$ cat src/rtl/hyper_pkg.sv
`default_nettype none

package hyper_pkg;

  localparam int N_LANES    = 4;
  localparam int LANE_DEPTH = 16;
  localparam int LANE_AW    = $clog2(LANE_DEPTH);

  typedef logic [31:0]                word_t;
  typedef logic [$clog2(N_LANES)-1:0] lane_t;
  typedef logic [LANE_AW-1:0]         lane_ptr_t;
  typedef logic [LANE_AW:0]           lane_cnt_t;  // Counts up to LANE_DEPTH

  localparam lane_cnt_t LANE_FULL = lane_cnt_t'(LANE_DEPTH);

  // Push side of a lane
  typedef struct packed {
    logic  valid;
    word_t data;
  } lane_wr_t;

  // Pop side with the head word
  typedef struct packed {
    logic  valid;
    word_t data;
  } lane_rd_t;

endpackage

`default_nettype wire

$ cat src/rtl/lsab_out.sv
`default_nettype none

module lsab_out
  import hyper_pkg::*;
(
  input  wire logic               CLK_n,
  input  wire logic               RST,
  input  wire lane_t              i_push_lane,
  input  wire lane_wr_t           i_push,
  output logic                    o_full_sel,
  output lane_rd_t                o_lane_rd [N_LANES],
  input  wire logic [N_LANES-1:0] i_lane_ready
);

  word_t              mem [N_LANES][LANE_DEPTH];
  lane_ptr_t          wr_ptr [N_LANES];
  lane_ptr_t          rd_ptr [N_LANES];
  lane_cnt_t          cnt [N_LANES];
  logic [N_LANES-1:0] push;
  logic [N_LANES-1:0] pop;

  always_comb
  begin
    for (int k = 0; k < N_LANES; k++)
    begin
      o_lane_rd[k] = '{valid: (cnt[k] != '0), data: mem[k][rd_ptr[k]]};
      push[k]      = i_push.valid && (i_push_lane == lane_t'(k));
      pop[k]       = o_lane_rd[k].valid && i_lane_ready[k];
    end
  end

  assign o_full_sel = (cnt[i_push_lane] == LANE_FULL);

  always_ff @(posedge CLK_n)
  begin
    for (int k = 0; k < N_LANES; k++)
    begin
      if (push[k])
        mem[k][wr_ptr[k]] <= i_push.data;
    end
  end

  // --------------------------------------------------
  always_ff @(posedge CLK_n)
  begin
    if (!RST)
    begin
      for (int k = 0; k < N_LANES; k++)
      begin
        wr_ptr[k] <= '0;
        rd_ptr[k] <= '0;
        cnt[k]    <= '0;
      end
    end
    else
    begin
      for (int k = 0; k < N_LANES; k++)
      begin
        if (push[k])
          wr_ptr[k] <= wr_ptr[k] + 1'b1;
        if (pop[k])
          rd_ptr[k] <= rd_ptr[k] + 1'b1;
        case ({push[k], pop[k]})
          2'b10:   cnt[k] <= cnt[k] + 1'b1;
          2'b01:   cnt[k] <= cnt[k] - 1'b1;
          default: cnt[k] <= cnt[k];
        endcase
      end
    end
  end

  // Empty mover holds back words while the lane is full
  a_push_notfull: assert property (@(posedge CLK_n) disable iff (!RST)
    i_push.valid |-> !o_full_sel);

endmodule

`default_nettype wire

$ cat config.mk
export PLATFORM = sky130hd
export DESIGN_NAME = lsab_out
export DESIGN_NICKNAME = d
export VERILOG_FILES = /design/src/rtl/hyper_pkg.sv /design/src/rtl/lsab_out.sv
export SDC_FILE = /design/constraint.sdc
export NUM_CORES = 2
export LEC_CHECK = 0
export BUFFER_PORTS_ARGS = -buffer_cell sky130_fd_sc_hd__buf_2
export CORE_MARGIN = 5
export CORE_UTILIZATION = 40
export DETAILED_ROUTE_END_ITERATION = 8
export PLACE_DENSITY = 0.57
export SLEW_MARGIN = 20
export SYNTH_ARGS = -nofsm -noshare
export SYNTH_HDL_FRONTEND = slang
export SYNTH_SLANG_ARGS = --single-unit
$ cat constraint.sdc
create_clock -name CLK_n -period 7.1 [get_ports CLK_n]
set_clock_uncertainty 0.05 [all_clocks]
set_input_delay 0.71 -clock CLK_n [delete_from_list [all_inputs] [get_ports CLK_n]]
set_output_delay 0.71 -clock CLK_n [all_outputs]
set_load 0.01 [all_outputs]
==> summary.txt <==
DRT Pass-1 Iters - 5
TritonCTS Sinks - 2100
H-tree levels - 4
initial DRC count - 3743
commonest non-fill, non-tap cell in the layout - edfxtp_1
CTS Root Cell - clkbuf_16
residual DRC count - 0
share of cells above drive strength 1 - 0.288
Die Y - 458 um
vias in the first global route - 39100
Pint - 0.0207 W
crit path launch type - register
CTS tree - done
biggest cell delay along the critical path - 0.66 ns
Final Hold Vio Count - 0
WP data required - 6.34 ns
clk buf depth - 3
row count - 164
Vias/cell - 5.55
status - finished clean
IO buf count - 173
number of synthesized flops with an enable pin - 2100
crit path kind - register to primary output
initial antenna violation count - 13
Combinational Power Share - 0.093
final WL - 192000 um
Post-DRT Antenna Nets - 0
Seq/Total Area, Yosys - 0.787
FFs w/ async S/R, synth - 0
Mapped Cells - 3540
most frequent cells in the layout - edfxtp_1, mux4_2, a22oi_1
Initial Util - 0.402
fin util - 0.458
Core ar. - 199000 um2
Nets - 3937
FF+latch count, synth - 2100
maximum clock rate - 220 MHz
Yosys warning count - 0
first-pass GRT wire length - 277000 um
global route overflow - 0
Distinct cells, synth - 42
Worst Hold Class - input pin to register
Clk pwr share - 0.394
share of power burned in registers - 0.513
hold_buf cts - 0
final RePlAce weighted congestion - 0.702
clock slew at reported path FFs - 0.06 ns
TNS Setup - 0 ns
Die Span X - 458 um
CTS resizes - 0
setup repair bufs after CTS - 0
predominant post-synthesis flop cell - edfxtp_1
Post-DP HPWL - 93400 um
Tcrit/Tclk final - 0.640
critical path's slowest cell - buf_4
GR Util All Layers - 0.182
Num CTS Buffers - 210
syn nets - 3616
crit path cell chain - buf_12, buf_4, mux4_2, a22oi_1, nand2_1, buf_2
Ports - 174
Worst-Skew Late Latency - 0.84 ns
Slew HR - 0.269
Avg Cell Area, Syn - 22.6 um2
Arr. time, crit path - 3.79 ns
CP max FO - 99
switching power share of the total - 0.230
Final min period - 4.55 ns
Power Density - 295 nW/um2
Static Leak - 28.5 nW
number of max-cap violations - 0
CP Capture Type - primary output
largest net degree at the start of global routing - 131
fin. max-slew vios - 0
Tightest Pin Transition - 1.10 ns
DR WL/cell - 28.7 um
Cell Area, Synth - 80100 um2
RSZ-0062 raised after global routing - false
Final setup viols - 0
maximum VDD drop - 0.000219 V
Layout area overhead - 13.9%
DIE AREA - 209000 um2
Psw - 0.00619 W
via count - 37200
[critical path: cells and delay by family, from the launching register on]
family	cells	cell delay, ns
buffers and inverters	3	1.42
muxes	1	0.58
DFF	1	0.39
AOI/OAI and AO/OA	1	0.23
and+or+nand+nor	1	0.17
[worst paths after layout]
kind / end / slack, ns / cells past startpoint / startpoint
max: o_lane_rd[9] / 2.55 / 6 / rd_ptr[3][0]$_SDFFCE_PN0P_
min: rd_ptr[2][0]$_SDFFCE_PN0P_ / 0.27 / 3 / i_lane_ready[2]
max reg2reg: cnt[0][4]$_SDFFCE_PN0P_ / 3.78 / 12 / cnt[0][1]$_SDFFCE_PN0P_
min reg2reg: rd_ptr[3][0]$_SDFFCE_PN0P_ / 0.57 / 1 / rd_ptr[3][0]$_SDFFCE_PN0P_
[Yosys cell counts, drive strengths merged (2+ instances only)]
cell type,instances,area (um2)
inv,30,113
a21oi,4,20.0
a21boi,2,15.0
nand2b,6,37.5
nand2,162,611
and3b,3,26.3
xnor2,13,114
mux4,512,11500
mux2i,2,20.0
buf,94,622
o21ai,7,35.0
nor4,2,12.5
nor2b,10,62.6
edfxtp,2100,63100
clkbuf,93,349
a31oi,2,12.5
nor4bb,2,20.0
nand4,2,12.5
ha,35,438
a22oi,257,1930
and2,38,238
nor3,15,75.1
nand3b,3,22.5
a32oi,6,52.6
o22ai,2,12.5
and3,3,18.8
nor2,85,319
xor2,16,140
nor3b,6,45.0
o31ai,4,30.0
nand3,17,85.1
[final cells by class]
class | count | area, um2
clock buffers | 263 | 5480
inverters | 30 | 113
clock inverters | 127 | 1080
flip-flops and latches | 2100 | 63100
well taps | 2656 | 3320
fillers | 16600 | 108000
repair buffers | 296 | 1860
multi-input cells | 1223 | 16400
diodes | 4 | 10.0
[layer usage]
layer	share of wire	GRT usage	wire, um
met1	0.43	0.253	82900
met2	0.50	0.305	95500
met3	0.051	0.0272	9810
met4	0.022	0.0471	4200
met5	0	0	0
[through the flow]
stage	setup WS (ns)	area (um2)	hold WS (ns)	std cells	total power [W]
after floorplan	3.03	80100	0.527	3540	0.0156
after global placement	3.32	84700	0.561	6305	0.0166
after detailed placement	3.27	84700	0.567	6305	0.0166
after CTS	2.33	91300	0.185	6695	0.0272
after global routing	2.24	91300	0.241	6696	0.0279
final	2.55	91300	0.266	6699	0.0269
[flip-flops by register name, indices dropped and copies added (netlist names)]
register and count:
cnt 20, mem 2048, rd_ptr 16, wr_ptr 16
[power by group through the flow]
stage | logic (W) | clock network (W) | registers, W
after global placement | 0.00255 | 0 | 0.0141
after detailed placement | 0.00257 | 0 | 0.0141
after floorplan | 0.00158 | 0 | 0.0140
final | 0.00250 | 0.0106 | 0.0138
after CTS | 0.00257 | 0.0108 | 0.0138
after global routing | 0.00270 | 0.0114 | 0.0138
[cells by family after synthesis]
group,Yosys count,share of synthesized area
AOI/OAI and AO/OA,288,0.0267
xor gates and xnor gates,29,0.00317
adders and majority gates,35,0.00546
buffers and inverters,217,0.0135
DFF,2100,0.787
muxes,514,0.144
and+or+nand+nor,357,0.0201
Power figures use the tool's default switching activity.
