--- src/rtl/hyper_pkg.sv ---
`default_nettype none

package hyper_pkg;

  localparam int N_LANES    = 4;
  localparam int LANE_DEPTH = 16;
  localparam int LANE_AW    = $clog2(LANE_DEPTH);

  typedef logic [31:0]                word_t;
  typedef logic [$clog2(N_LANES)-1:0] lane_t;
  typedef logic [LANE_AW-1:0]         lane_ptr_t;
  typedef logic [LANE_AW:0]           lane_cnt_t;  // Counts up to LANE_DEPTH

  localparam lane_cnt_t LANE_FULL = lane_cnt_t'(LANE_DEPTH);

  // Push side of a lane
  typedef struct packed {
    logic  valid;
    word_t data;
  } lane_wr_t;

  // Pop side with the head word
  typedef struct packed {
    logic  valid;
    word_t data;
  } lane_rd_t;

endpackage

`default_nettype wire

--- src/rtl/lsab_in.sv ---
`default_nettype none

module lsab_in
  import hyper_pkg::*;
(
  input  wire logic          CLK_n,
  input  wire logic          RST,
  input  wire lane_wr_t      i_lane_wr [N_LANES],
  output logic [N_LANES-1:0] o_lane_ready,
  input  wire lane_t         i_pop_lane,
  input  wire logic          i_pop,
  output lane_rd_t           o_pop_data
);

  word_t              mem [N_LANES][LANE_DEPTH];
  lane_ptr_t          wr_ptr [N_LANES];
  lane_ptr_t          rd_ptr [N_LANES];
  lane_cnt_t          cnt [N_LANES];
  logic [N_LANES-1:0] push;
  logic [N_LANES-1:0] pop;

  always_comb
  begin
    for (int k = 0; k < N_LANES; k++)
    begin
      o_lane_ready[k] = (cnt[k] != LANE_FULL);
      push[k]         = i_lane_wr[k].valid && o_lane_ready[k];
      pop[k]          = i_pop && (i_pop_lane == lane_t'(k));
    end
  end

  // Head of the lane picked by the fill mover
  assign o_pop_data = '{valid: (cnt[i_pop_lane] != '0),
                        data:  mem[i_pop_lane][rd_ptr[i_pop_lane]]};

  always_ff @(posedge CLK_n)
  begin
    for (int k = 0; k < N_LANES; k++)
    begin
      if (push[k])
        mem[k][wr_ptr[k]] <= i_lane_wr[k].data;
    end
  end

  // --------------------------------------------------
  always_ff @(posedge CLK_n)
  begin
    if (!RST)
    begin
      for (int k = 0; k < N_LANES; k++)
      begin
        wr_ptr[k] <= '0;
        rd_ptr[k] <= '0;
        cnt[k]    <= '0;
      end
    end
    else
    begin
      for (int k = 0; k < N_LANES; k++)
      begin
        if (push[k])
          wr_ptr[k] <= wr_ptr[k] + 1'b1;
        if (pop[k])
          rd_ptr[k] <= rd_ptr[k] + 1'b1;
        case ({push[k], pop[k]})
          2'b10:   cnt[k] <= cnt[k] + 1'b1;
          2'b01:   cnt[k] <= cnt[k] - 1'b1;
          default: cnt[k] <= cnt[k];     // Both or neither
        endcase
      end
    end
  end

  // Fill mover only pops a lane that holds data
  a_pop_nonempty: assert property (@(posedge CLK_n) disable iff (!RST)
    i_pop |-> o_pop_data.valid);

endmodule

`default_nettype wire

--- config.mk ---
export PLATFORM = sky130hd
export DESIGN_NAME = lsab_in
export DESIGN_NICKNAME = d
export VERILOG_FILES = /design/src/rtl/hyper_pkg.sv /design/src/rtl/lsab_in.sv
export SDC_FILE = /design/constraint.sdc
export NUM_CORES = 2
export LEC_CHECK = 0
export BUFFER_PORTS_ARGS = -buffer_cell sky130_fd_sc_hd__buf_2
export CORE_MARGIN = 8
export CORE_UTILIZATION = 45
export CTS_BUF_LIST = sky130_fd_sc_hd__clkbuf_8
export DETAILED_ROUTE_END_ITERATION = 10
export GPL_ROUTABILITY_DRIVEN = 0
export HOLD_SLACK_MARGIN = 0.02
export PLACE_DENSITY = 0.64
export SETUP_SLACK_MARGIN = 0.05
export SYNTH_ARGS = -nofsm -noshare
export SYNTH_HDL_FRONTEND = slang
export SYNTH_SLANG_ARGS = --single-unit
--- constraint.sdc ---
create_clock -name CLK_n -period 10.5 [get_ports CLK_n]
set_input_delay 1.05 -clock CLK_n [delete_from_list [all_inputs] [get_ports CLK_n]]
set_output_delay 1.05 -clock CLK_n [all_outputs]
set_load 0.05 [all_outputs]
==> summary.md <==
| Metric | Value |
|---|---|
| Multi-input logic area | `around 19,000 um2` |
| Pleak | `around 30 nW` |
| Area contributors post-synth | `edfxtp_1 77%, mux4_2 14%, mux2i_1 3.2%, nand2_1 0.71%, buf_2 0.61%` |
| DRT iter0 DRCs | `around 5,300` |
| Largest net degree at the start of global routing | `129` |
| Final Hold Vio Count | `0` |
| Required @ worst endpoint | `9.45 ns` |
| Reg2reg start | `cnt[3][0]` |
| Critical Path Start | `i_pop_lane[0]` |
| Vias in the first global route | `43,350` |
| Clock root buffer | `clkbuf_8` |
| Netlist cell types | `46` |
| Total CTS buffers | `344` |
| Post-Place Cells | `6,211` |
| Final Core Density | `50.55%` |
| WL/cell | `35.31 um` |
| Kind of critical path | `primary input to output port` |
| Final Slew Violations | `0` |
| I/O pin cnt | `between 150 and 200` |
| Yosys reg bits | `2,100` |
| Max frequency | `between 150 and 200 MHz` |
| CTS clk-pin slew, worst paths | `0.06 ns` |
| Yosys warnings | `0` |
| FF/Latch Area | `63,060 um2` |
| Syn Area/Cell | `22.03 um2` |
| Largest area contributor in the netlist | `edfxtp_1` |
| Top_reg_cell synth | `edfxtp_1` |
| CTS resizes | `0` |
| Crit path DAT | `5.58 ns` |
| Worst R2R End | `mem[3][118]` |
| Post-synth EDFFs | `between 2,000 and 2,500` |
| Worst-margin pin slew | `approximately 1.1 ns` |
| FP Rows | `157` |
| Layout Cells excl Fill | `6,791` |
| DR vias | `between 40,000 and 50,000` |
| Setup_tns | `0 ns` |
| CTS tree | `built` |
| Die Y | `443.9 um` |
| Status | `complete, no violations` |
| Worst Setup End Kind | `output port` |
| Total GRT Usage | `23.83%` |
| DRT Pass-1 Iters | `5` |
| CP max FO | `47` |
| Post-CTS setup buffers | `0` |
| # port buffers | `173` |
| Pwr Density | `about 190 nW/um2` |
| Worst hold-check path type | `primary input to flip-flop` |
| Top cell type's share of synthesized area | `76.52%` |
| Initial antenna violation count | `18` |
| Async SR Flop Fraction | `0%` |
| Fin nets | `between 4,000 and 5,000` |
| Cell count after synthesis | `3,741` |
| Hold-fix buffers, CTS | `0` |
| Worst vdd ir | `0.1223 mV` |
| Seq/Total Area, Yosys | `approximately three quarters` |
| Final setup vio count | `0` |
| Core area | `roughly 180,000 um2` |
| Initial Util | `45.16%` |
| Final cycle utilization of the critical path | `63.11%` |
| Worst setup path end | `o_pop_data[31]` |
| Fillers | `14,400` |
| Clock Skew | `0.07837 ns` |
| Synthesized area | `82,410 um2` |
| Die W | `443.9 um` |
| Dpl hpwl | `130,600 um` |
| RSZ-0062 raised after global routing | `no` |
| DRC viols | `0` |
| GRT overflow | `0` |
| CP startpoint kind | `primary input` |
| Antenna Nets Post-Route | `0` |
| Via-per-instance ratio | `6.235` |
| Syn_nets | `3,914` |
| H-tree levels | `5` |
| Tmin final | `about 6.6 ns` |
| Clk sinks | `approximately 2,100` |
| Fraction of layout cells with a size suffix above 1 | `29.39%` |
| Reg2reg setup slack | `~6.8 ns` |
| MaxCap Viol Count | `0` |
| First-pass GRT wire length | `around 330,000 um` |
| Area Overhead vs Synth | `11.95%` |
| Slew Limit Headroom | `27.62%` |
| Die area | `roughly 200,000 um2` |
| Reg2reg path depth | `8` |
| Clk buf depth | `4` |
| Clk Latency, worst-skew pair | `1.05 ns` |
| Routed WL | `between 200,000 and 250,000 um` |
==> power breakdown <==
group,switching (mW),leakage (nW),internal (mW)
Clock,3.11,3.35,3.07
Sequential,0.0595,19.0,9.43
Combinational,1.00,7.37,0.459
Total,4.17,29.8,13.0
==> cells in the final DEF, fill, tap and decap left out, drive strengths merged, types with 2 or more instances in the layout <==
cell type,count
a32oi,32
a22oi,31
o21ai,7
ha,36
edfxtp,2100
mux2i,267
diode,10
mux4,515
clkinv,99
nand2b,8
buf,283
a21oi,40
o21a,2
mux2,33
o31ai,3
inv,138
nand3,44
xor2,18
o2111ai,31
o22ai,2
and3,8
xnor2,13
clkbuf,347
nor4,4
nand2,155
or2,2
nor3,19
clkinvlp,8
nor2b,3
nor2,134
==> critical path, cell delays in order <==
cell       delay [ns]
buf_8            0.42
buf_4            0.75
mux2_2           0.44
o21ai_4          0.72
buf_4            0.75
o2111ai_1        0.23
a32oi_1          0.71
buf_2            0.41
==> state kept, by name (all words and copies together), names as in the netlist <==
signal	cells
mem	2048
wr_ptr	16
cnt	20
rd_ptr	16
==> routing by layer <==
metal / global-route usage [%] / vias to the layer above / routed length [um]
li1: - / 16580 / -
met1: 32.79 / 22800 / 92510
met2: 38.24 / 2542 / 115300
met3: 5.493 / 409 / 24560
met4: 7.288 / 14 / 7371
met5: 0 / - / 92
==> cell type report <==
| cell class | count | share of cell area [%] |
|---|---|---|
| tap | 2385 | 3.235 |
| antenna | 10 | 0.02713 |
| sequential | 2100 | 68.36 |
| inverter | 23 | 0.09358 |
| clock inverter | 223 | 1.017 |
| clock buffer | 347 | 5.177 |
| timing repair buffer | 283 | 1.937 |
| multi-input combinational | 1420 | 20.16 |
==> logic make-up (layout without fill, tap and decap cells) <==
logic type / after synthesis / in the layout / share of synthesized area (%)
other: 0 / 10 / 0
adder cells (fa/ha/maj): 36 / 36 / 0.5466
flip-flops: 2100 / 2100 / 76.52
XOR/XNOR: 31 / 31 / 0.3295
buffers and inverters: 221 / 876 / 1.511
AND/OR/NAND/NOR: 384 / 384 / 1.954
multiplexers: 815 / 815 / 17.77
AO/OA/AOI/OAI: 154 / 154 / 1.366
==> Yosys cell counts (all sizes together), types with 4 or more instances <==
master   count
edfxtp    2100
mux4       515
mux2i      267
buf        169
nand2      155
nor2       134
nand3       44
a21oi       40
ha          36
mux2        33
a32oi       32
a22oi       31
o2111ai     31
clkbuf      29
inv         23
nor3        19
xor2        18
xnor2       13
and3         8
nand2b       8
o21ai        7
nor4         4
==> per-stage QoR <==
step	worst slack, ns	total power, mW	cell area (um2)	hold slack (ns)
floorplan	6.150	10.51	82410	0.5729
global placement	3.858	11.11	86510	0.6098
detailed placement	3.863	11.12	86510	0.6227
CTS	3.856	17.23	92230	0.3242
global route	3.827	17.64	92250	0.3552
finish	3.874	17.13	92250	0.4220
==> worst min-delay path by stage <==
stage / from / end / slack [ns] / cells past startpoint
3_5_place_dp: rd_ptr[3][0] / rd_ptr[3][0] / 0.62 / 1
4_1_cts: i_lane_wr[41] / mem[2][296] / 0.32 / 1
6_report: i_lane_wr[35] / mem[2][290] / 0.42 / 1
3_3_place_gp: rd_ptr[3][0] / rd_ptr[3][0] / 0.61 / 1
5_1_grt: i_lane_wr[35] / mem[2][290] / 0.36 / 1
2_1_floorplan: rd_ptr[1][3] / rd_ptr[1][3] / 0.57 / 2
Power figures use the tool's default switching activity.
