[src/rtl/hyper_pkg.sv]
`default_nettype none

package hyper_pkg;

  localparam int N_LANES    = 4;
  localparam int LANE_DEPTH = 16;
  localparam int LANE_AW    = $clog2(LANE_DEPTH);

  typedef logic [31:0]                word_t;
  typedef logic [$clog2(N_LANES)-1:0] lane_t;
  typedef logic [LANE_AW-1:0]         lane_ptr_t;
  typedef logic [LANE_AW:0]           lane_cnt_t;  // Counts up to LANE_DEPTH

  localparam lane_cnt_t LANE_FULL = lane_cnt_t'(LANE_DEPTH);

  // Push side of a lane
  typedef struct packed {
    logic  valid;
    word_t data;
  } lane_wr_t;

  // Pop side with the head word
  typedef struct packed {
    logic  valid;
    word_t data;
  } lane_rd_t;

endpackage

`default_nettype wire

[src/rtl/blck_pkg.sv]
`default_nettype none

package blck_pkg;

  import hyper_pkg::*;

  localparam int MEM_AW = 8;
  localparam int CNT_W  = 6;

  typedef logic [MEM_AW-1:0] addr_t;
  typedef logic [CNT_W-1:0]  count_t;

  typedef enum logic {
    OP_FILL,
    OP_EMPTY
  } blck_op_e;

  typedef enum logic [1:0] {
    ST_IDLE,
    ST_RUN,
    ST_DONE
  } mvblck_state_e;

  typedef struct packed {
    blck_op_e op;
    lane_t    lane;
    addr_t    start;
    count_t   count;
  } blck_cmd_t;

  typedef struct packed {
    blck_op_e op;
    lane_t    lane;
    count_t   count_sent;
  } blck_done_t;

  // All zeros when the requester is idle
  typedef struct packed {
    logic  en;
    logic  we;
    addr_t addr;
    word_t data;
  } mem_req_t;

endpackage

`default_nettype wire

[src/rtl/mvblck_todram.sv]
`default_nettype none

module mvblck_todram
  import hyper_pkg::*, blck_pkg::*;
(
  input  wire logic      CLK_n,
  input  wire logic      RST,
  input  wire blck_cmd_t i_cmd,
  input  wire logic      i_cmd_take,
  output logic           o_busy,
  output lane_t          o_pop_lane,
  output logic           o_pop,
  input  wire lane_rd_t  i_pop_data,
  output mem_req_t       o_mem,
  output blck_done_t     o_done,
  output logic           o_done_valid
);

  mvblck_state_e state;
  lane_t         lane_q;
  addr_t         addr_q;
  count_t        left_q;   // Words still to move
  count_t        sent_q;
  logic          take;

  assign take   = i_cmd_take && (i_cmd.op == OP_FILL);
  assign o_busy = (state != ST_IDLE);

  // Stalls while the lane is empty
  assign o_pop_lane = lane_q;
  assign o_pop      = (state == ST_RUN) && i_pop_data.valid;

  // Popped word goes straight to memory
  assign o_mem = '{en:   o_pop,
                   we:   o_pop,
                   addr: o_pop ? addr_q : '0,
                   data: o_pop ? i_pop_data.data : '0};

  assign o_done_valid = (state == ST_DONE);
  assign o_done       = o_done_valid ? {OP_FILL, lane_q, sent_q} : '0;

  always_ff @(posedge CLK_n)
  begin
    if (!RST)
    begin
      state  <= ST_IDLE;
      lane_q <= '0;
      addr_q <= '0;
      left_q <= '0;
      sent_q <= '0;
    end
    else
    begin
      case (state)
        ST_IDLE:
          if (take)
          begin
            lane_q <= i_cmd.lane;
            addr_q <= i_cmd.start;
            left_q <= i_cmd.count;
            sent_q <= '0;
            state  <= (i_cmd.count == '0) ? ST_DONE : ST_RUN;
          end
        ST_RUN:
          if (o_pop)
          begin
            addr_q <= addr_q + 1'b1;   // Wraps at 256
            left_q <= left_q - 1'b1;
            sent_q <= sent_q + 1'b1;
            if (left_q == count_t'(1))
              state <= ST_DONE;
          end
        default:
          state <= ST_IDLE;            // ST_DONE lasts one cycle
      endcase
    end
  end

endmodule

`default_nettype wire

[config.mk]
export PLATFORM = sky130hd
export DESIGN_NAME = mvblck_todram
export DESIGN_NICKNAME = d
export VERILOG_FILES = /design/src/rtl/hyper_pkg.sv /design/src/rtl/blck_pkg.sv /design/src/rtl/mvblck_todram.sv
export SDC_FILE = /design/constraint.sdc
export NUM_CORES = 1
export LEC_CHECK = 0
export ABC_AREA = 1
export BUFFER_PORTS_ARGS = -buffer_cell sky130_fd_sc_hd__clkbuf_2
export CORE_MARGIN = 5
export CORE_UTILIZATION = 39
export CTS_CLUSTER_DIAMETER = 150
export DETAILED_ROUTE_END_ITERATION = 8
export PLACE_DENSITY = 0.77
export SYNTH_ARGS = -nofsm -noshare
export SYNTH_HDL_FRONTEND = slang
export SYNTH_SLANG_ARGS = --single-unit
[constraint.sdc]
create_clock -name CLK_n -period 1.3 [get_ports CLK_n]
set_input_delay 0.195 -clock CLK_n [delete_from_list [all_inputs] [get_ports CLK_n]]
set_output_delay 0.195 -clock CLK_n [all_outputs]
set_load 0.005 [all_outputs]
==> impl_results.md, run 1 <==
* Initial Util at 0.400
* Final WL at 6.41 mm
* Crit path DAT at roughly 1.3 ns
* Largest net degree at the start of global routing at 21
* Leakage at ~1.5 nW
* Hold Vio Cnt, Final at 0
* Clock root cell: clkbuf_8
* CTS tree: done
* Max clock buf depth at 2
* DRC at 0
* Register area share after synthesis at 0.276
* DP Wirelength at between 4 and 5 mm
* Yosys reg bits at 24
* Fmax at 0.668 GHz
* Leading area contributor after synthesis: dfxtp_1
* Distinct cells, synth at 23
* Final worst setup slack at -0.198 ns
* Worst hold path depth at 3
* Syn avg cell area at 5.71 µm²
* Post-Syn Area at roughly 1700 µm²
* DR vias at 2351
* Max FO, Critical Path at 8
* RR Startpoint: state[0]
* WS Path Type: reg2out
* Global Route Usage Sum at 0.186
* Required time worst endpoint at 1.11 ns
* Worst-skew pair later-pin latency at 0.27 ns
* Syn Nets at 362
* Final setup fails at 72
* Core Rows at 24
* CP Launch Point: state[0]
* Final Critical Period at between 1 and 1.5 ns
* Hold Crit Start: i_cmd[2]
* Most common cell after layout, fill and taps aside: clkbuf_2
* Initial antenna violation count at 0
* Routability cong. at 0.855
* Failing checks: negative setup slack
* Hold Path Class: in2reg
* CTS hold repair buffers at 0
* Vias per cell at 4.90
* Crit-path max cell delay at roughly 0.34 ns
* First-iteration detailed-routing DRC count at 167
* RSZ-0062 raised after global routing: true
* Vias in the first global route at 2027
* Grt total ovfl at 0
* First-pass GRT wire length at around 9.4 mm
* # clock sinks at 24
* Ys Warns at 0
* Die span in x at a little under 80 µm
* CP Cell Sequence: buf_4 > buf_6 > nor2_4 > inv_4 > nor2_1 > clkbuf_2
* Largest cells by area after synthesis: dfxtp_1, nor2_1, inv_1
* Post-Place Setup Slack at around 0.011 ns
* Area growth from synthesis to final layout at 63.5%
* Crit share post-route at 1.15
* Ratio of cells with drive above 1 in the final layout at 0.467
* Synth top area share at 0.276
* Overall power at 2.19 mW
* DR WL/cell at 13.3 µm
* Slowest CP cell: dfxtp_2
* Outcome: complete, but fails checks
* CP endpoint kind: output port
* Pwr/cell area at 767 nW/µm²
* CTS Buf Count at 3
* Max-Cap Viols at 0
* Most frequent cells in the layout: clkbuf_2, inv_1, nor2_1, nand2_1, buf_2
* CTS clk-pin slew, worst paths at ~0.10 ns
* Syn Inst Count at between 300 and 400
* H-Tree Level Count at 1
* Fillers at 371
* Nets at 486
* Worst VDD drop at 0.637 mV
* Boundary Pins at approximately 110
* # port buffers at approximately 110
* Core area at 4350 µm²
* Detailed Routing Iterations Pass 1 at 4
* Max Slew Vio Count at 0
* Startpoint types: flip-flop
* Die area at around 6000 µm²
* Die extent in y at around 77 µm
* Worst Reg-to-Reg Cells at 10
* Antenna viol nets, final at 0
* Fin Clk Skew at 0.00878 ns
* ANT cells at 0
## logic make-up (layout without fill, tap and decap cells)
family	after synthesis	count (layout)	synth area share
other	1	1	0.00215
buffers and inverters	78	201	0.190
DFF	24	24	0.276
AOI/OAI and AO/OA	49	49	0.143
adders and majority gates	4	4	0.0287
xor gates and xnor gates	1	1	0.00503
and+or+nand+nor	148	148	0.356
## final cells by class
cell class	count	area, µm²	share of cell area
well taps	52	65.1	0.0228
clock buffers	4	55.1	0.0193
multi-input cells	203	1140	0.399
repair buffers	132	843	0.296
inverters	64	255	0.0896
repair inverters	1	8.76	0.00307
flip-flops and latches	24	485	0.170
## synthesized netlist by cell type
master / count
nor2_4: 1
nand3_1: 18
o22ai_1: 1
a31oi_1: 2
clkbuf_1: 5
buf_2: 3
conb_1: 1
nor2_1: 71
nand2_2: 2
inv_1: 62
ha_1: 4
o21ai_0: 20
inv_2: 2
buf_4: 3
buf_6: 3
xor2_1: 1
a21oi_1: 22
o21ai_1: 4
nand4_1: 7
nand2_1: 44
dfxtp_1: 24
nand2_4: 1
nor3_1: 4
## through the flow
step / cells / setup TNS, ns / hold slack [ns] / util / area, µm²
3_3_place_gp: 464 / 0 / 0.457 / 0.547 / 2380
3_5_place_dp: 464 / 0 / 0.466 / 0.547 / 2380
4_1_cts: 473 / -6.00 / 0.180 / 0.586 / 2550
6_report: 480 / -10.01 / 0.178 / 0.654 / 2850
2_1_floorplan: 305 / 0 / 0.333 / - / 1740
5_1_grt: 480 / -14.68 / 0.186 / 0.654 / 2850
## flip-flops by register name (all words and copies together), names as in the netlist
| signal | flops |
|---|---|
| addr_q | 8 |
| left_q | 6 |
| sent_q | 6 |
| o_pop_lane | 2 |
| state | 2 |
## report_power, final
group          switching, mW  total [mW]  internal (mW)
Clock                  0.258       0.529          0.271
Combinational          0.440       0.803          0.363
Sequential            0.0620       0.854          0.792
## timing repair
item	in CTS	in global routing
setup buffers	4	8
gates cloned	1	2
pin swaps	3	14
gates resized for setup	21	111
setup endpoints to repair	52	72
## path summary, 6_finish.rpt
| kind | end | slack [ns] |
|---|---|---|
| setup reg to reg | addr_q[4] | -0.16 |
| hold reg to reg | o_pop_lane[0] | 0.48 |
| hold / removal | left_q[2] | 0.18 |
| setup / recovery | o_done[5] | -0.20 |
## routing by layer
| layer | GRT usage | share of wire | up-vias |
|---|---|---|---|
| met5 | 0 | 0 | - |
| met4 | 0.0385 | 0.016 | 0 |
| met3 | 0.0386 | 0.10 | 13 |
| met2 | 0.339 | 0.50 | 126 |
| met1 | 0.223 | 0.38 | 1027 |
| li1 | - | - | 1185 |
## worst max-delay path: cells and delay by family, from the launching register on
kind,cells,cell delay [ns]
flip-flops,1,0.34
AND/OR/NAND/NOR,2,0.22
buffers and inverters,4,0.48
(Power assumes the default switching activity.)
==> run 2: changes to the inputs <==
==> constraint.sdc (replaced) <==
create_clock -name CLK_n -period 1.3 [get_ports CLK_n]
set_input_delay 0.195 -clock CLK_n [delete_from_list [all_inputs] [get_ports CLK_n]]
set_output_delay 0.195 -clock CLK_n [all_outputs]
set_load 0.02 [all_outputs]
==> run 2 against run 1 <==
Against the previous run:
- the flow still finishes with violations (negative setup slack)
- cell area increased by 22%
- first-iteration DRC count decreased by 4.8%
- global-route usage increased by 2.2 points
- combinational power increased by 26%
- count of clock-buffer cells in the layout decreased by 1
- clock skew decreased by 0.0014 ns
- critical path type unchanged
- register-to-register slack got worse by 0.06 ns
- utilization increased by 15 points
- via count increased by 4.6%
- worst setup slack got worse by 0.096 ns
==> impl_results.md, run 2 (synthesized netlist as in run 1, its figures left out) <==
* Slowest CP cell: dfxtp_2 (unchanged)
* CTS hold repair buffers at 0 (unchanged)
* Max FO, Critical Path at 10 (was 8)
* Initial Util at 0.400 (unchanged)
* Die area at 5910 µm² (unchanged)
* Worst-skew pair later-pin latency at 0.27 ns (about the same)
* Leakage at 1.68 nW (was 1.54 nW)
* Reg with most FFs: addr_q (unchanged)
* CP endpoint kind: output port (unchanged)
* DR WL/cell at 15.6 µm (was 13.3 µm)
* Hold Path Class: in2reg (unchanged)
* Crit-path max cell delay at 0.35 ns (was 0.34 ns)
* RR Startpoint: state[0] (unchanged)
* CTS tree: done (unchanged)
* Regs by FF count: addr_q: 8 flops, left_q: 6 flops, sent_q: 6 flops (unchanged)
* Grt total ovfl at 0 (unchanged)
* Area of the multi-input gates at 1290 µm² (was 1140 µm²)
* Final worst setup slack at -0.293 ns (was -0.198 ns)
* ANT cells at 0 (unchanged)
* Area growth from synthesis to final layout at 100% (was 63.5%)
* Boundary Pins at 109 (unchanged)
* Hold endpoint: addr_q[1] (was left_q[2])
* Die span in x at 76.9 µm (unchanged)
* Final Critical Period at 1.59 ns (was 1.50 ns)
* Most frequent cells in the layout: inv_1, clkbuf_2, nand2_1, nor2_4, nor2_1 (was clkbuf_2, inv_1, nor2_1, nand2_1, buf_2)
* Core Rows at 24 (unchanged)
* Crit share post-route at 1.23 (was 1.15)
* Initial antenna violation count at 0 (unchanged)
* CP Launch Point: state[0] (unchanged)
* Max clock buf depth at 2 (unchanged)
* Fillers at 271 (was 371)
* Ratio of cells with drive above 1 in the final layout at 0.503 (was 0.467)
* Buf+Inv Stages, Crit Path at 3 (was 4)
* Final setup fails at 72 (unchanged)
* Worst Reg-to-Reg Cells at 10 (unchanged)
* Register area at 487 µm² (was 485 µm²)
* Startpoint types: flip-flop (unchanged)
* Fmax at 0.628 GHz (was 0.668 GHz)
* Antenna viol nets, final at 0 (unchanged)
* Outcome: complete, but fails checks (unchanged)
* Hold Crit Start: i_cmd[7] (was i_cmd[2])
* Final WL at 7.56 mm (was 6.41 mm)
* Vias in the first global route at 2210 (was 2027)
* Crit path DAT at 1.40 ns (was 1.30 ns)
* DP Wirelength at 4.24 mm (was 4.27 mm)
* Core area at 4350 µm² (unchanged)
* Worst path top cell family by delay: buffers and inverters (unchanged)
* RSZ-0062 raised after global routing: true (unchanged)
* Detailed Routing Iterations Pass 1 at 4 (unchanged)
* Global Route Usage Sum at 0.209 (was 0.186)
* Worst VDD drop at 0.482 mV (was 0.637 mV)
* FF-to-FF End: addr_q[5] (was addr_q[4])
* CP Cell Sequence: inv_2 > nor2_4 > nand2_4 > clkbuf_16 > nor2_1 > buf_4 (was buf_4 > buf_6 > nor2_4 > inv_4 > nor2_1 > clkbuf_2)
* CTS clk-pin slew, worst paths at 0.09 ns (was 0.10 ns)
* Most common cell after layout, fill and taps aside: inv_1 (was clkbuf_2)
* DRC at 0 (unchanged)
* Pwr/cell area at 725 nW/µm² (was 767 nW/µm²)
* CTS Buf Count at 3 (unchanged)
* First-iteration detailed-routing DRC count at 159 (was 167)
* Max-Cap Viols at 0 (unchanged)
* R2r setup slk at -0.22 ns (was -0.16 ns)
* # port buffers at 107 (unchanged)
* Largest net degree at the start of global routing at 21 (unchanged)
* Nets at 491 (was 486)
* Hold Vio Cnt, Final at 0 (unchanged)
* Worst hold path depth at 3 (unchanged)
* Largest register FFs at 8 (unchanged)
* Required time worst endpoint at 1.11 ns (about the same)
* Routability cong. at 0.823 (was 0.855)
* WS Path Type: reg2out (unchanged)
* First-pass GRT wire length at 10.4 mm (was 9.39 mm)
* Clock root cell: clkbuf_8 (unchanged)
* CP Depth at 6 (unchanged)
* Failing checks: negative setup slack (unchanged)
* Die extent in y at 76.9 µm (unchanged)
* DR vias at 2458 (was 2351)
* Placed cells at 464 (unchanged)
* Max Slew Vio Count at 0 (unchanged)
* H-Tree Level Count at 1 (unchanged)
* # clock sinks at 24 (unchanged)
* Fin Clk Skew at 0.00736 ns (was 0.00878 ns)
* Final std cells w/o fill at 485 (was 480)
* Overall power at 2.53 mW (was 2.19 mW)
* Vias per cell at 5.07 (was 4.90)
## run 2: routing by layer
layer  part of all wire  global-route usage  wire length, µm  vias up
li1                   -                   -                -     1201
met3              0.066              0.0480              495       16
met1               0.39               0.239             2980     1133
met4              0.023              0.0437              174        0
met2               0.52               0.388             3910      108
met5                  0                   0                0        -
## run 2: worst max path at each step
stage / end
3_3_place_gp: addr_q[7]
6_report: o_mem[34]
5_1_grt: o_mem[34]
4_1_cts: o_mem[32]
3_5_place_dp: addr_q[0]
2_1_floorplan: o_mem[0]
## run 2: metrics by stage
step	cell area (µm²)	util	hold slack (ns)	TNS, ns	setup WS (ns)
after global routing	3490	0.801	0.194	-18.85	-0.359
after floorplan	1770	-	0.333	-2.50	-0.0624
final	3490	0.801	0.168	-14.80	-0.293
after global placement	2430	0.557	0.444	-0.000135	-0.000135
after detailed placement	2430	0.557	0.459	-0.0831	-0.0220
after CTS	3030	0.696	0.166	-9.91	-0.226
## run 2: report_power, final
group / total (mW) / switching (mW) / internal [mW]
logic: 1.01 / 0.551 / 0.456
registers: 0.857 / 0.0637 / 0.793
clock network: 0.667 / 0.255 / 0.412
## run 2: layout make-up
type                            instances  area share
Timing Repair Buffer                  137       0.378
Sequential cell                        24       0.140
Tap cell                               52      0.0187
Multi-Input combinational cell        204       0.371
Inverter                               64      0.0725
Clock buffer                            3      0.0118
Clock inverter                          1     0.00861
## run 2: what timing repair did
item | CTS | global route
buffers inserted | 7 | 6
setup endpoints to repair | 63 | 73
pin swaps | 3 | 14
cloned | 2 | 3
gates resized for setup | 123 | 135
## run 2: worst min-delay path: cells and delay by family
kind	cells	cell delay [ns]
AOI/OAI and AO/OA	1	0.07
buffers and inverters	1	0.08
and+or+nand+nor	1	0.06
