--- config.mk ---
export PLATFORM = sky130hd
export DESIGN_NAME = mvblck_frdram
export DESIGN_NICKNAME = d
export VERILOG_FILES = /design/src/rtl/hyper_pkg.sv /design/src/rtl/blck_pkg.sv /design/src/rtl/mvblck_frdram.sv
export SDC_FILE = /design/constraint.sdc
export NUM_CORES = 1
export LEC_CHECK = 0
export BUFFER_PORTS_ARGS = -buffer_cell sky130_fd_sc_hd__buf_2
export CAP_MARGIN = 20
export CORE_MARGIN = 2
export CORE_UTILIZATION = 48
export DETAILED_ROUTE_END_ITERATION = 8
export PLACE_DENSITY = 0.81
export SLEW_MARGIN = 20
export SYNTH_ARGS = -nofsm -noshare
export SYNTH_HDL_FRONTEND = slang
export SYNTH_SLANG_ARGS = --single-unit
--- constraint.sdc ---
create_clock -name CLK_n -period 3.72 [get_ports CLK_n]
set_clock_uncertainty 0.15 [all_clocks]
set_input_delay 0.558 -clock CLK_n [delete_from_list [all_inputs] [get_ports CLK_n]]
set_output_delay 0.558 -clock CLK_n [all_outputs]
set_load 0.02 [all_outputs]
--- src/rtl/hyper_pkg.sv ---
`default_nettype none

package hyper_pkg;

  localparam int N_LANES    = 4;
  localparam int LANE_DEPTH = 16;
  localparam int LANE_AW    = $clog2(LANE_DEPTH);

  typedef logic [31:0]                word_t;
  typedef logic [$clog2(N_LANES)-1:0] lane_t;
  typedef logic [LANE_AW-1:0]         lane_ptr_t;
  typedef logic [LANE_AW:0]           lane_cnt_t;  // Counts up to LANE_DEPTH

  localparam lane_cnt_t LANE_FULL = lane_cnt_t'(LANE_DEPTH);

  // Push side of a lane
  typedef struct packed {
    logic  valid;
    word_t data;
  } lane_wr_t;

  // Pop side with the head word
  typedef struct packed {
    logic  valid;
    word_t data;
  } lane_rd_t;

endpackage

`default_nettype wire

--- src/rtl/blck_pkg.sv ---
`default_nettype none

package blck_pkg;

  import hyper_pkg::*;

  localparam int MEM_AW = 8;
  localparam int CNT_W  = 6;

  typedef logic [MEM_AW-1:0] addr_t;
  typedef logic [CNT_W-1:0]  count_t;

  typedef enum logic {
    OP_FILL,
    OP_EMPTY
  } blck_op_e;

  typedef enum logic [1:0] {
    ST_IDLE,
    ST_RUN,
    ST_DONE
  } mvblck_state_e;

  typedef struct packed {
    blck_op_e op;
    lane_t    lane;
    addr_t    start;
    count_t   count;
  } blck_cmd_t;

  typedef struct packed {
    blck_op_e op;
    lane_t    lane;
    count_t   count_sent;
  } blck_done_t;

  // All zeros when the requester is idle
  typedef struct packed {
    logic  en;
    logic  we;
    addr_t addr;
    word_t data;
  } mem_req_t;

endpackage

`default_nettype wire

--- src/rtl/mvblck_frdram.sv ---
`default_nettype none

module mvblck_frdram
  import hyper_pkg::*, blck_pkg::*;
(
  input  wire logic      CLK_n,
  input  wire logic      RST,
  input  wire blck_cmd_t i_cmd,
  input  wire logic      i_cmd_take,
  output logic           o_busy,
  output mem_req_t       o_mem,
  input  wire word_t     i_mem_rdata,
  output lane_t          o_push_lane,
  output lane_wr_t       o_push,
  input  wire logic      i_full_sel,
  output blck_done_t     o_done,
  output logic           o_done_valid
);

  mvblck_state_e state;
  lane_t         lane_q;
  addr_t         addr_q;
  count_t        left_q;      // Reads still to issue
  count_t        sent_q;
  logic          rd_pend;     // Read data arrives this cycle
  logic          hold_valid;
  word_t         hold_q;
  logic          take;
  logic          issue;
  logic          word_rdy;
  logic          last;
  logic [1:0]    fly;

  assign take   = i_cmd_take && (i_cmd.op == OP_EMPTY);
  assign o_busy = (state != ST_IDLE);

  // No new read once the lane reports full
  assign issue = (state == ST_RUN) && (left_q != '0) && !i_full_sel;

  assign o_mem = '{en:   issue,
                   we:   1'b0,
                   addr: issue ? addr_q : '0,
                   data: '0};

  // --------------------------------------------------
  // Parked word is older than any returning one
  assign word_rdy    = hold_valid || rd_pend;
  assign o_push_lane = lane_q;
  assign o_push      = '{valid: word_rdy && !i_full_sel,
                         data:  hold_valid ? hold_q : i_mem_rdata};

  // Last word leaves this cycle or nothing is left
  assign last = (left_q == '0) && !(word_rdy && i_full_sel);

  assign o_done_valid = (state == ST_DONE);
  assign o_done       = o_done_valid ? {OP_EMPTY, lane_q, sent_q} : '0;

  always_ff @(posedge CLK_n)
  begin
    if (rd_pend && i_full_sel)
      hold_q <= i_mem_rdata;
  end

  always_ff @(posedge CLK_n)
  begin
    if (!RST)
    begin
      state      <= ST_IDLE;
      lane_q     <= '0;
      addr_q     <= '0;
      left_q     <= '0;
      sent_q     <= '0;
      rd_pend    <= 1'b0;
      hold_valid <= 1'b0;
    end
    else
    begin
      rd_pend <= issue;
      if (rd_pend && i_full_sel)
        hold_valid <= 1'b1;
      else if (o_push.valid)
        hold_valid <= 1'b0;
      if (o_push.valid)
        sent_q <= sent_q + 1'b1;
      case (state)
        ST_IDLE:
          if (take)
          begin
            lane_q <= i_cmd.lane;
            addr_q <= i_cmd.start;
            left_q <= i_cmd.count;
            sent_q <= '0;
            state  <= (i_cmd.count == '0) ? ST_DONE : ST_RUN;
          end
        ST_RUN:
        begin
          if (issue)
          begin
            addr_q <= addr_q + 1'b1;
            left_q <= left_q - 1'b1;
          end
          if (last)
            state <= ST_DONE;
        end
        default:
          state <= ST_IDLE;
      endcase
    end
  end

  // Holding slot plus memory pipe never exceed two words
  assign fly = {1'b0, hold_valid} + {1'b0, rd_pend} + {1'b0, issue};

  a_fly_max: assert property (@(posedge CLK_n) disable iff (!RST)
    fly <= 2'd2);

endmodule

`default_nettype wire

==> metrics, run 1 <==
Die H 85.05 um; Leak 1.612 nW; top-count cell post-synth buf_4; min-delay worst type input port to register; met1 Use GR 23.55%; Crit path max-delay family compound AO/OA/AOI/OAI gates; DIE AREA 7234 um2; CP required roughly 3000 ps; total track usage 17.98%; final number of setup-violating endpoints 0; clk sink count 58; Synth top area share 30.48%; Setup TNS 0 ps; ANT cells 0; post-synthesis mux area share 11.75%; simple-gate area share of the yosys netlist around 14%; CTS Hold Bufs 0; PwrDens 422.3 nW/um2; Wirelength per Cell 13.83 um; area leader, netlist edfxtp_1; Distinct cells, synth 56; clock-pin slew of the registers on the worst-case setup and hold paths 70 ps; CTS max path bufs 2; number of max-cap violations 0; nets 448; fillcell total 559; Syn. warnings 0; status complete, no violations; Max-Slew Margin vs Limit a little under half; CP arrival 2140 ps; area grow syn2layout 20.00%; Crit-path slowest cell a211o_2; Syn Inst Count 289; Core Region 6350 um2; PortBufs 107; drt drc 0; Multi-input gate area approximately 1400 um2; initial antenna violation count 0; max-slew violation count 0; met3 Track Usage GR 3.794%; Initial Util between 40% and 50%; Synth Area in XOR/XNOR under 10%; first-pass GRT wire length 10350 um; Sw Ratio between 20 and 30%; Internal 1.166 mW; Mapped Area 3153 um2; die width 85.05 um; crit start category register; detailed placer's ending HPWL 4770 um; Num CTS Buffers 9; async set-or-reset flop fraction in the synthesized netlist 0%; GP Congestion 0.8658; Detailed Route WL about 6500 um; WP buf/inv 2; total number of vias 2446; num rows 29; critical-path cell list nand2b_2 -> a211o_2 -> clkinv_4 -> and2_1 -> buf_2; post-synthesis compound-gate area fraction 12.06%; drt first pass iters 4; Tmin final 2849 ps; I/O pin count between 100 and 150; Tot Pwr around 1.6 mW; Crit Path Class register to output pin; CTS tree built; unrepaired setup endpoints after global routing false; First DRT Iteration DRCs 65; fmax 351.0 MHz; Register Area 1481 um2; period utilization 76.59%; number of synthesized flops with an enable pin 32; CTS-repair resized insts 0; combinational cell fraction of total power 16.4%; layout cells sized above 1 42.68%; gr busiest metal met2; largest net degree at the start of global routing 34; Reg power frac 45.0%; root buf cell clkbuf_8; clock power share 38.6%; Crit path largest cell delay 530 ps; list of most frequent post-synthesis cells 35 x buf_4, 32 x edfxtp_1, 32 x mux2_2, 26 x dfxtp_1, 18 x nand2_1; crit-path max FO 23; Mean Syn Cell Area roughly 11 um2; final hold violations 0; vias per cell between 5 and 6; post-detailed-route count of antenna-violating nets 0; post-CTS setup buffers 0; Synth Register Bits 58; Post-Synth Adder-Cell Area 1.587%; grt total ovfl 0; GR Util met2 29.40%; Synth area leaders edfxtp_1 30%, dfxtp_1 17%, mux2_2 11%, buf_4 8.3%, and2_1 3.4%; Seq/Total Area, Yosys 46.98%; largest family of logic cells by synthesized area simple AND/OR/NAND/NOR gates; Worst-Margin Slew 789.1 ps; vias in the first global route 2200; Most used DFF post-synth edfxtp_1; CP Capture Type output pin; H-tree lvl count 3; worst-skew pair later-pin latency 330 ps; VDD IR max 0.3217 mV; P_sw between 0.4 and 0.5 mW
==> metrics by stage <==
stage / utilization (%) / area, um2 / hold slack (ps) / instances / setup slack [ps]
6_report: 59.59 / 3784 / 271.7 / 473 / 871.0
5_1_grt: 59.59 / 3784 / 255.2 / 473 / 727.7
4_1_cts: 59.59 / 3784 / 255.9 / 473 / 884.2
3_5_place_dp: 56.30 / 3575 / 319.0 / 457 / 1256
3_3_place_gp: 56.30 / 3575 / 311.8 / 457 / 1319
2_1_floorplan: - / 3273 / 299.4 / 321 / 1500
==> worst register-to-register path: cells and delay by family (launching register included) <==
kind / cells / cell delay, ps
flops: 1 / 500
simple gates: 1 / 320
buf+inv: 1 / 160
compound gates: 3 / 940
==> flip-flops by register name, summed over array words and instances, names as in the netlist <==
signal and cells:
addr_q 8, state 2, left_q 6, sent_q 6
hold_valid 1, o_push_lane 2, rd_pend 1, hold_q 32
==> logic make-up after synthesis <==
| group | Yosys count |
|---|---|
| and+or+nand+nor | 83 |
| AOI/OAI and AO/OA | 50 |
| DFF | 58 |
| other | 1 |
| adders and majority gates | 4 |
| buffers and inverters | 55 |
| xor gates and xnor gates | 5 |
| muxes | 33 |
==> layout make-up <==
type	count	area share, %
multi-input combinational	208	37.60
clock buffer	10	3.373
tap	77	2.546
sequential	58	39.15
clock inverter	6	2.149
timing repair buffer	109	14.55
inverter	5	0.6283
==> power groups by stage <==
stage               clock network (mW)  logic, mW  registers [mW]
floorplan                            0      0.214           0.728
global placement                     0      0.255           0.732
detailed placement                   0      0.261           0.733
CTS                              0.631      0.262           0.719
global route                     0.661      0.286           0.723
finish                           0.617      0.262           0.720
==> layer usage <==
layer,share of wire (%),vias up
met5,0,-
met4,0.84,0
met3,7.3,7
met2,48,106
met1,44,1134
li1,-,1199
==> path summary, 6_finish.rpt <==
| kind | startpoint | slack, ps | cells past startpoint | endpoint |
|---|---|---|---|---|
| max reg2reg | state[0] | 1540 | 5 | left_q[2] |
| min reg2reg | o_push_lane[1] | 330 | 2 | o_push_lane[1] |
| min | i_mem_rdata[8] | 270 | 1 | hold_q[8] |
| max | state[0] | 870 | 5 | o_mem[38] |
==> cell usage in the layout, fill, tap and decap left out, drive strengths merged, types with 2 or more instances in the layout <==
| cell type | instances |
|---|---|
| nand3 | 6 |
| o22ai | 4 |
| dfxtp | 26 |
| and2 | 17 |
| nor3 | 3 |
| nand2 | 19 |
| or2 | 2 |
| bufinv | 2 |
| a21oi | 19 |
| o41ai | 2 |
| nor2b | 3 |
| edfxtp | 32 |
| o32ai | 4 |
| and3 | 2 |
| o21ai | 3 |
| nor4 | 3 |
| a221oi | 2 |
| nand4 | 5 |
| inv | 4 |
| buf | 109 |
| clkinv | 4 |
| ha | 4 |
| nor4bb | 2 |
| a32o | 3 |
| conb | 33 |
| xor2 | 4 |
| clkbuf | 10 |
| mux2 | 32 |
| nor2 | 17 |
Note: power is estimated with default switching activity, not from simulation.
==> inputs of run 2 (changes only) <==
--- a/config.mk
+++ b/config.mk
@@ -8,9 +8,9 @@
 export BUFFER_PORTS_ARGS = -buffer_cell sky130_fd_sc_hd__buf_2
 export CAP_MARGIN = 20
 export CORE_MARGIN = 2
-export CORE_UTILIZATION = 48
+export CORE_UTILIZATION = 43
 export DETAILED_ROUTE_END_ITERATION = 8
-export PLACE_DENSITY = 0.81
+export PLACE_DENSITY = 0.77
 export SLEW_MARGIN = 20
 export SYNTH_ARGS = -nofsm -noshare
 export SYNTH_HDL_FRONTEND = slang
==> constraint.sdc (replaced) <==
create_clock -name CLK_n -period 2.4 [get_ports CLK_n]
set_clock_uncertainty 0.15 [all_clocks]
set_input_delay 0.36 -clock CLK_n [delete_from_list [all_inputs] [get_ports CLK_n]]
set_output_delay 0.36 -clock CLK_n [all_outputs]
set_load 0.02 [all_outputs]
==> run 2 against run 1 <==
- power increased by 53%
- global-route usage decreased by 2.2 points
- sequential power increased by 56%
- sequential share of layout area decreased by 1.1 points
- worst setup slack got worse by 790 ps
- die area increased by 11%
- sequential cell count unchanged
- design area increased by 3.0%
- via count decreased by 0.41%
- critical path type unchanged
- largest power group unchanged
==> metrics, run 2 (same netlist as run 1, synthesis figures left out) <==
Tmin final 2322 ps; Sw Ratio 27.50% (+0.46 points); clk sink count 58 (unchanged); total track usage 15.80% (-2.2 points); Crit Path Class register to output pin; CTS max path bufs 2 (unchanged); total number of vias 2436 (-0.41%); Hold EP hold_q[23]; drt first pass iters 4 (unchanged); Reg2Reg Launch Point left_q[0]; largest net degree at the start of global routing 33 (-2.9%); grt total ovfl 0 (unchanged); clock power share 37.0% (-1.6 points); min-delay worst type input port to register; Wirelength per Cell 13.37 um (-3.3%); Crit path largest cell delay 390 ps (-140 ps); I/O pin count 141 (unchanged); CP Capture Type output pin; Worst Reg-to-Reg Cells 8 (+3); Reg power frac 45.6% (+0.6 points); Regs by FF count hold_q (32), addr_q (8); num rows 31 (+6.9%); DP Area 3632 um2 (+1.6%); fmax 430.6 MHz; RR Endpoint addr_q[3]; Top reg by flops hold_q; crit start category register; Detailed Route WL 6727 um (+2.9%); Internal 1.774 mW (+52%); GP Congestion 0.8642 (-0.18%); Core Region 7176 um2 (+13%); drt drc 0 (unchanged); worst hold start i_mem_rdata[23]; hold depth 1 (unchanged); combinational cell fraction of total power 17.5% (+1.1 points); CTS tree built; max-slew violation count 0 (unchanged); Initial Util 43.94% (-5.7 points); vias in the first global route 2145 (-2.5%); critical-path cell list inv_2 -> ha_1 -> nor2b_2 -> a211o_4 -> clkinv_8 -> and2_1 -> buf_2; PwrDens 627.7 nW/um2 (+49%); worst-skew pair later-pin latency 320 ps (about the same); Worst-Margin Slew 549.1 ps (-240.1 ps); Crit path max-delay family compound AO/OA/AOI/OAI gates; fin area 3899 um2 (+3.0%); detailed placer's ending HPWL 4778 um (+0.17%); flop2flop setup slack 360 ps (-1180 ps); number of max-cap violations 0 (unchanged); fillcell total 642 (+15%); PortBufs 107 (unchanged); clock-pin slew of the registers on the worst-case setup and hold paths 70 ps (about the same); Max-Slew Margin vs Limit 63.36% (+16 points); area grow syn2layout 23.65%; first-pass GRT wire length 9839 um (-4.9%); max reg flops 32 (unchanged); root buf cell clkbuf_8; Num CTS Buffers 9 (unchanged); commonest non-fill, non-tap cell in the layout buf_2; initial antenna violation count 0 (unchanged); H-tree lvl count 3 (unchanged); layout cells sized above 1 45.30% (+2.6 points); post-detailed-route count of antenna-violating nets 0 (unchanged); Die H 89.63 um (+5.4%); unrepaired setup endpoints after global routing false; CP arrival 1810 ps (-330 ps); Crit-path slowest cell a211o_4; WP buf/inv 3 (+1); P_sw 0.6730 mW (+56%); die width 89.63 um (+5.4%); crit-path max FO 9 (-61%); status complete, no violations; First DRT Iteration DRCs 71 (+9.2%); commonest non-fill, non-tap cells in the layout 102 x buf_2, 33 x conb_1, 32 x mux2_2, 32 x edfxtp_1, 24 x dfxtp_1; VDD IR max 0.3625 mV (+13%); Setup TNS 0 ps (unchanged); Leak 1.658 nW (+2.8%); final number of setup-violating endpoints 0 (unchanged); ANT cells 0 (unchanged); period utilization 96.77%; DIE AREA 8034 um2 (+11%); CTS Hold Bufs 0 (unchanged); final hold violations 0 (unchanged); CP required 1890 ps (-1120 ps); vias per cell 4.843 (-6.3%); nets 456 (+1.8%)
## run 2: changes by cell type in the layout (fill, tap and decap cells not counted), sizes merged
cell    delta
buf        +8
bufinv     -1
clkbuf     +1
## run 2: worst register-to-register path: cells and delay by family, from the launching register on
family / cells / cell delay, ps
flip-flops: 1 / 340
AO/OA/AOI/OAI: 3 / 680
AND/OR/NAND/NOR: 1 / 170
adder cells (fa/ha/maj): 1 / 190
buffers and inverters: 3 / 370
## run 2: final cells by class
class                   count  area, um2  share of cell area, %
flip-flops and latches     58       1484                  38.06
clock inverters             5      52.55                  1.348
repair buffers            117      623.1                  15.98
clock buffers              11      151.4                  3.883
well taps                  99      123.9                  3.177
inverters                   5      31.28                 0.8023
multi-input cells         208       1433                  36.75
## run 2: how the worst max path moves through the flow
stage               startpoint   endpoint  cells past startpoint
finish               left_q[0]  o_mem[39]                      7
global route         left_q[0]  o_mem[33]                      7
CTS                  left_q[0]  o_mem[36]                      7
detailed placement   left_q[0]  o_mem[33]                      7
global placement     left_q[0]  o_mem[37]                      7
floorplan            left_q[0]  o_mem[32]                      6
## run 2: timing repair
action	in CTS	in global routing
setup endpoints to repair	9	7
gates resized for setup	7	4
pin swaps	1	1
buffers inserted	4	0
gates cloned	0	0
## run 2: metal layers
| metal | GRT usage [%] | share of wire [%] | routed length [um] |
|---|---|---|---|
| met1 | 20.44 | 44 | 2958 |
| met2 | 25.94 | 49 | 3293 |
| met3 | 3.108 | 6.4 | 431 |
| met4 | 6.513 | 0.65 | 44 |
| met5 | 0 | 0 | 0 |
## run 2: power by group through the flow
stage | registers, mW | logic, mW | clock network, mW
3_5_place_dp | 1.14 | 0.411 | 0
2_1_floorplan | 1.13 | 0.332 | 0
3_3_place_gp | 1.13 | 0.404 | 0
6_report | 1.12 | 0.427 | 0.904
5_1_grt | 1.12 | 0.467 | 0.981
4_1_cts | 1.11 | 0.425 | 0.931
## run 2: through the flow
| step | total power, mW | utilization [%] | setup slack, ps | instances | hold slack, ps |
|---|---|---|---|---|---|
| detailed placement | 1.547 | 50.62 | 188.7 | 483 | 335.2 |
| global route | 2.568 | 54.33 | 23.49 | 503 | 55.57 |
| floorplan | 1.460 | - | 377.9 | 321 | 299.4 |
| finish | 2.447 | 54.33 | 77.63 | 503 | 70.67 |
| global placement | 1.539 | 50.62 | 269.0 | 483 | 323.2 |
| CTS | 2.471 | 54.26 | 22.57 | 503 | 52.98 |
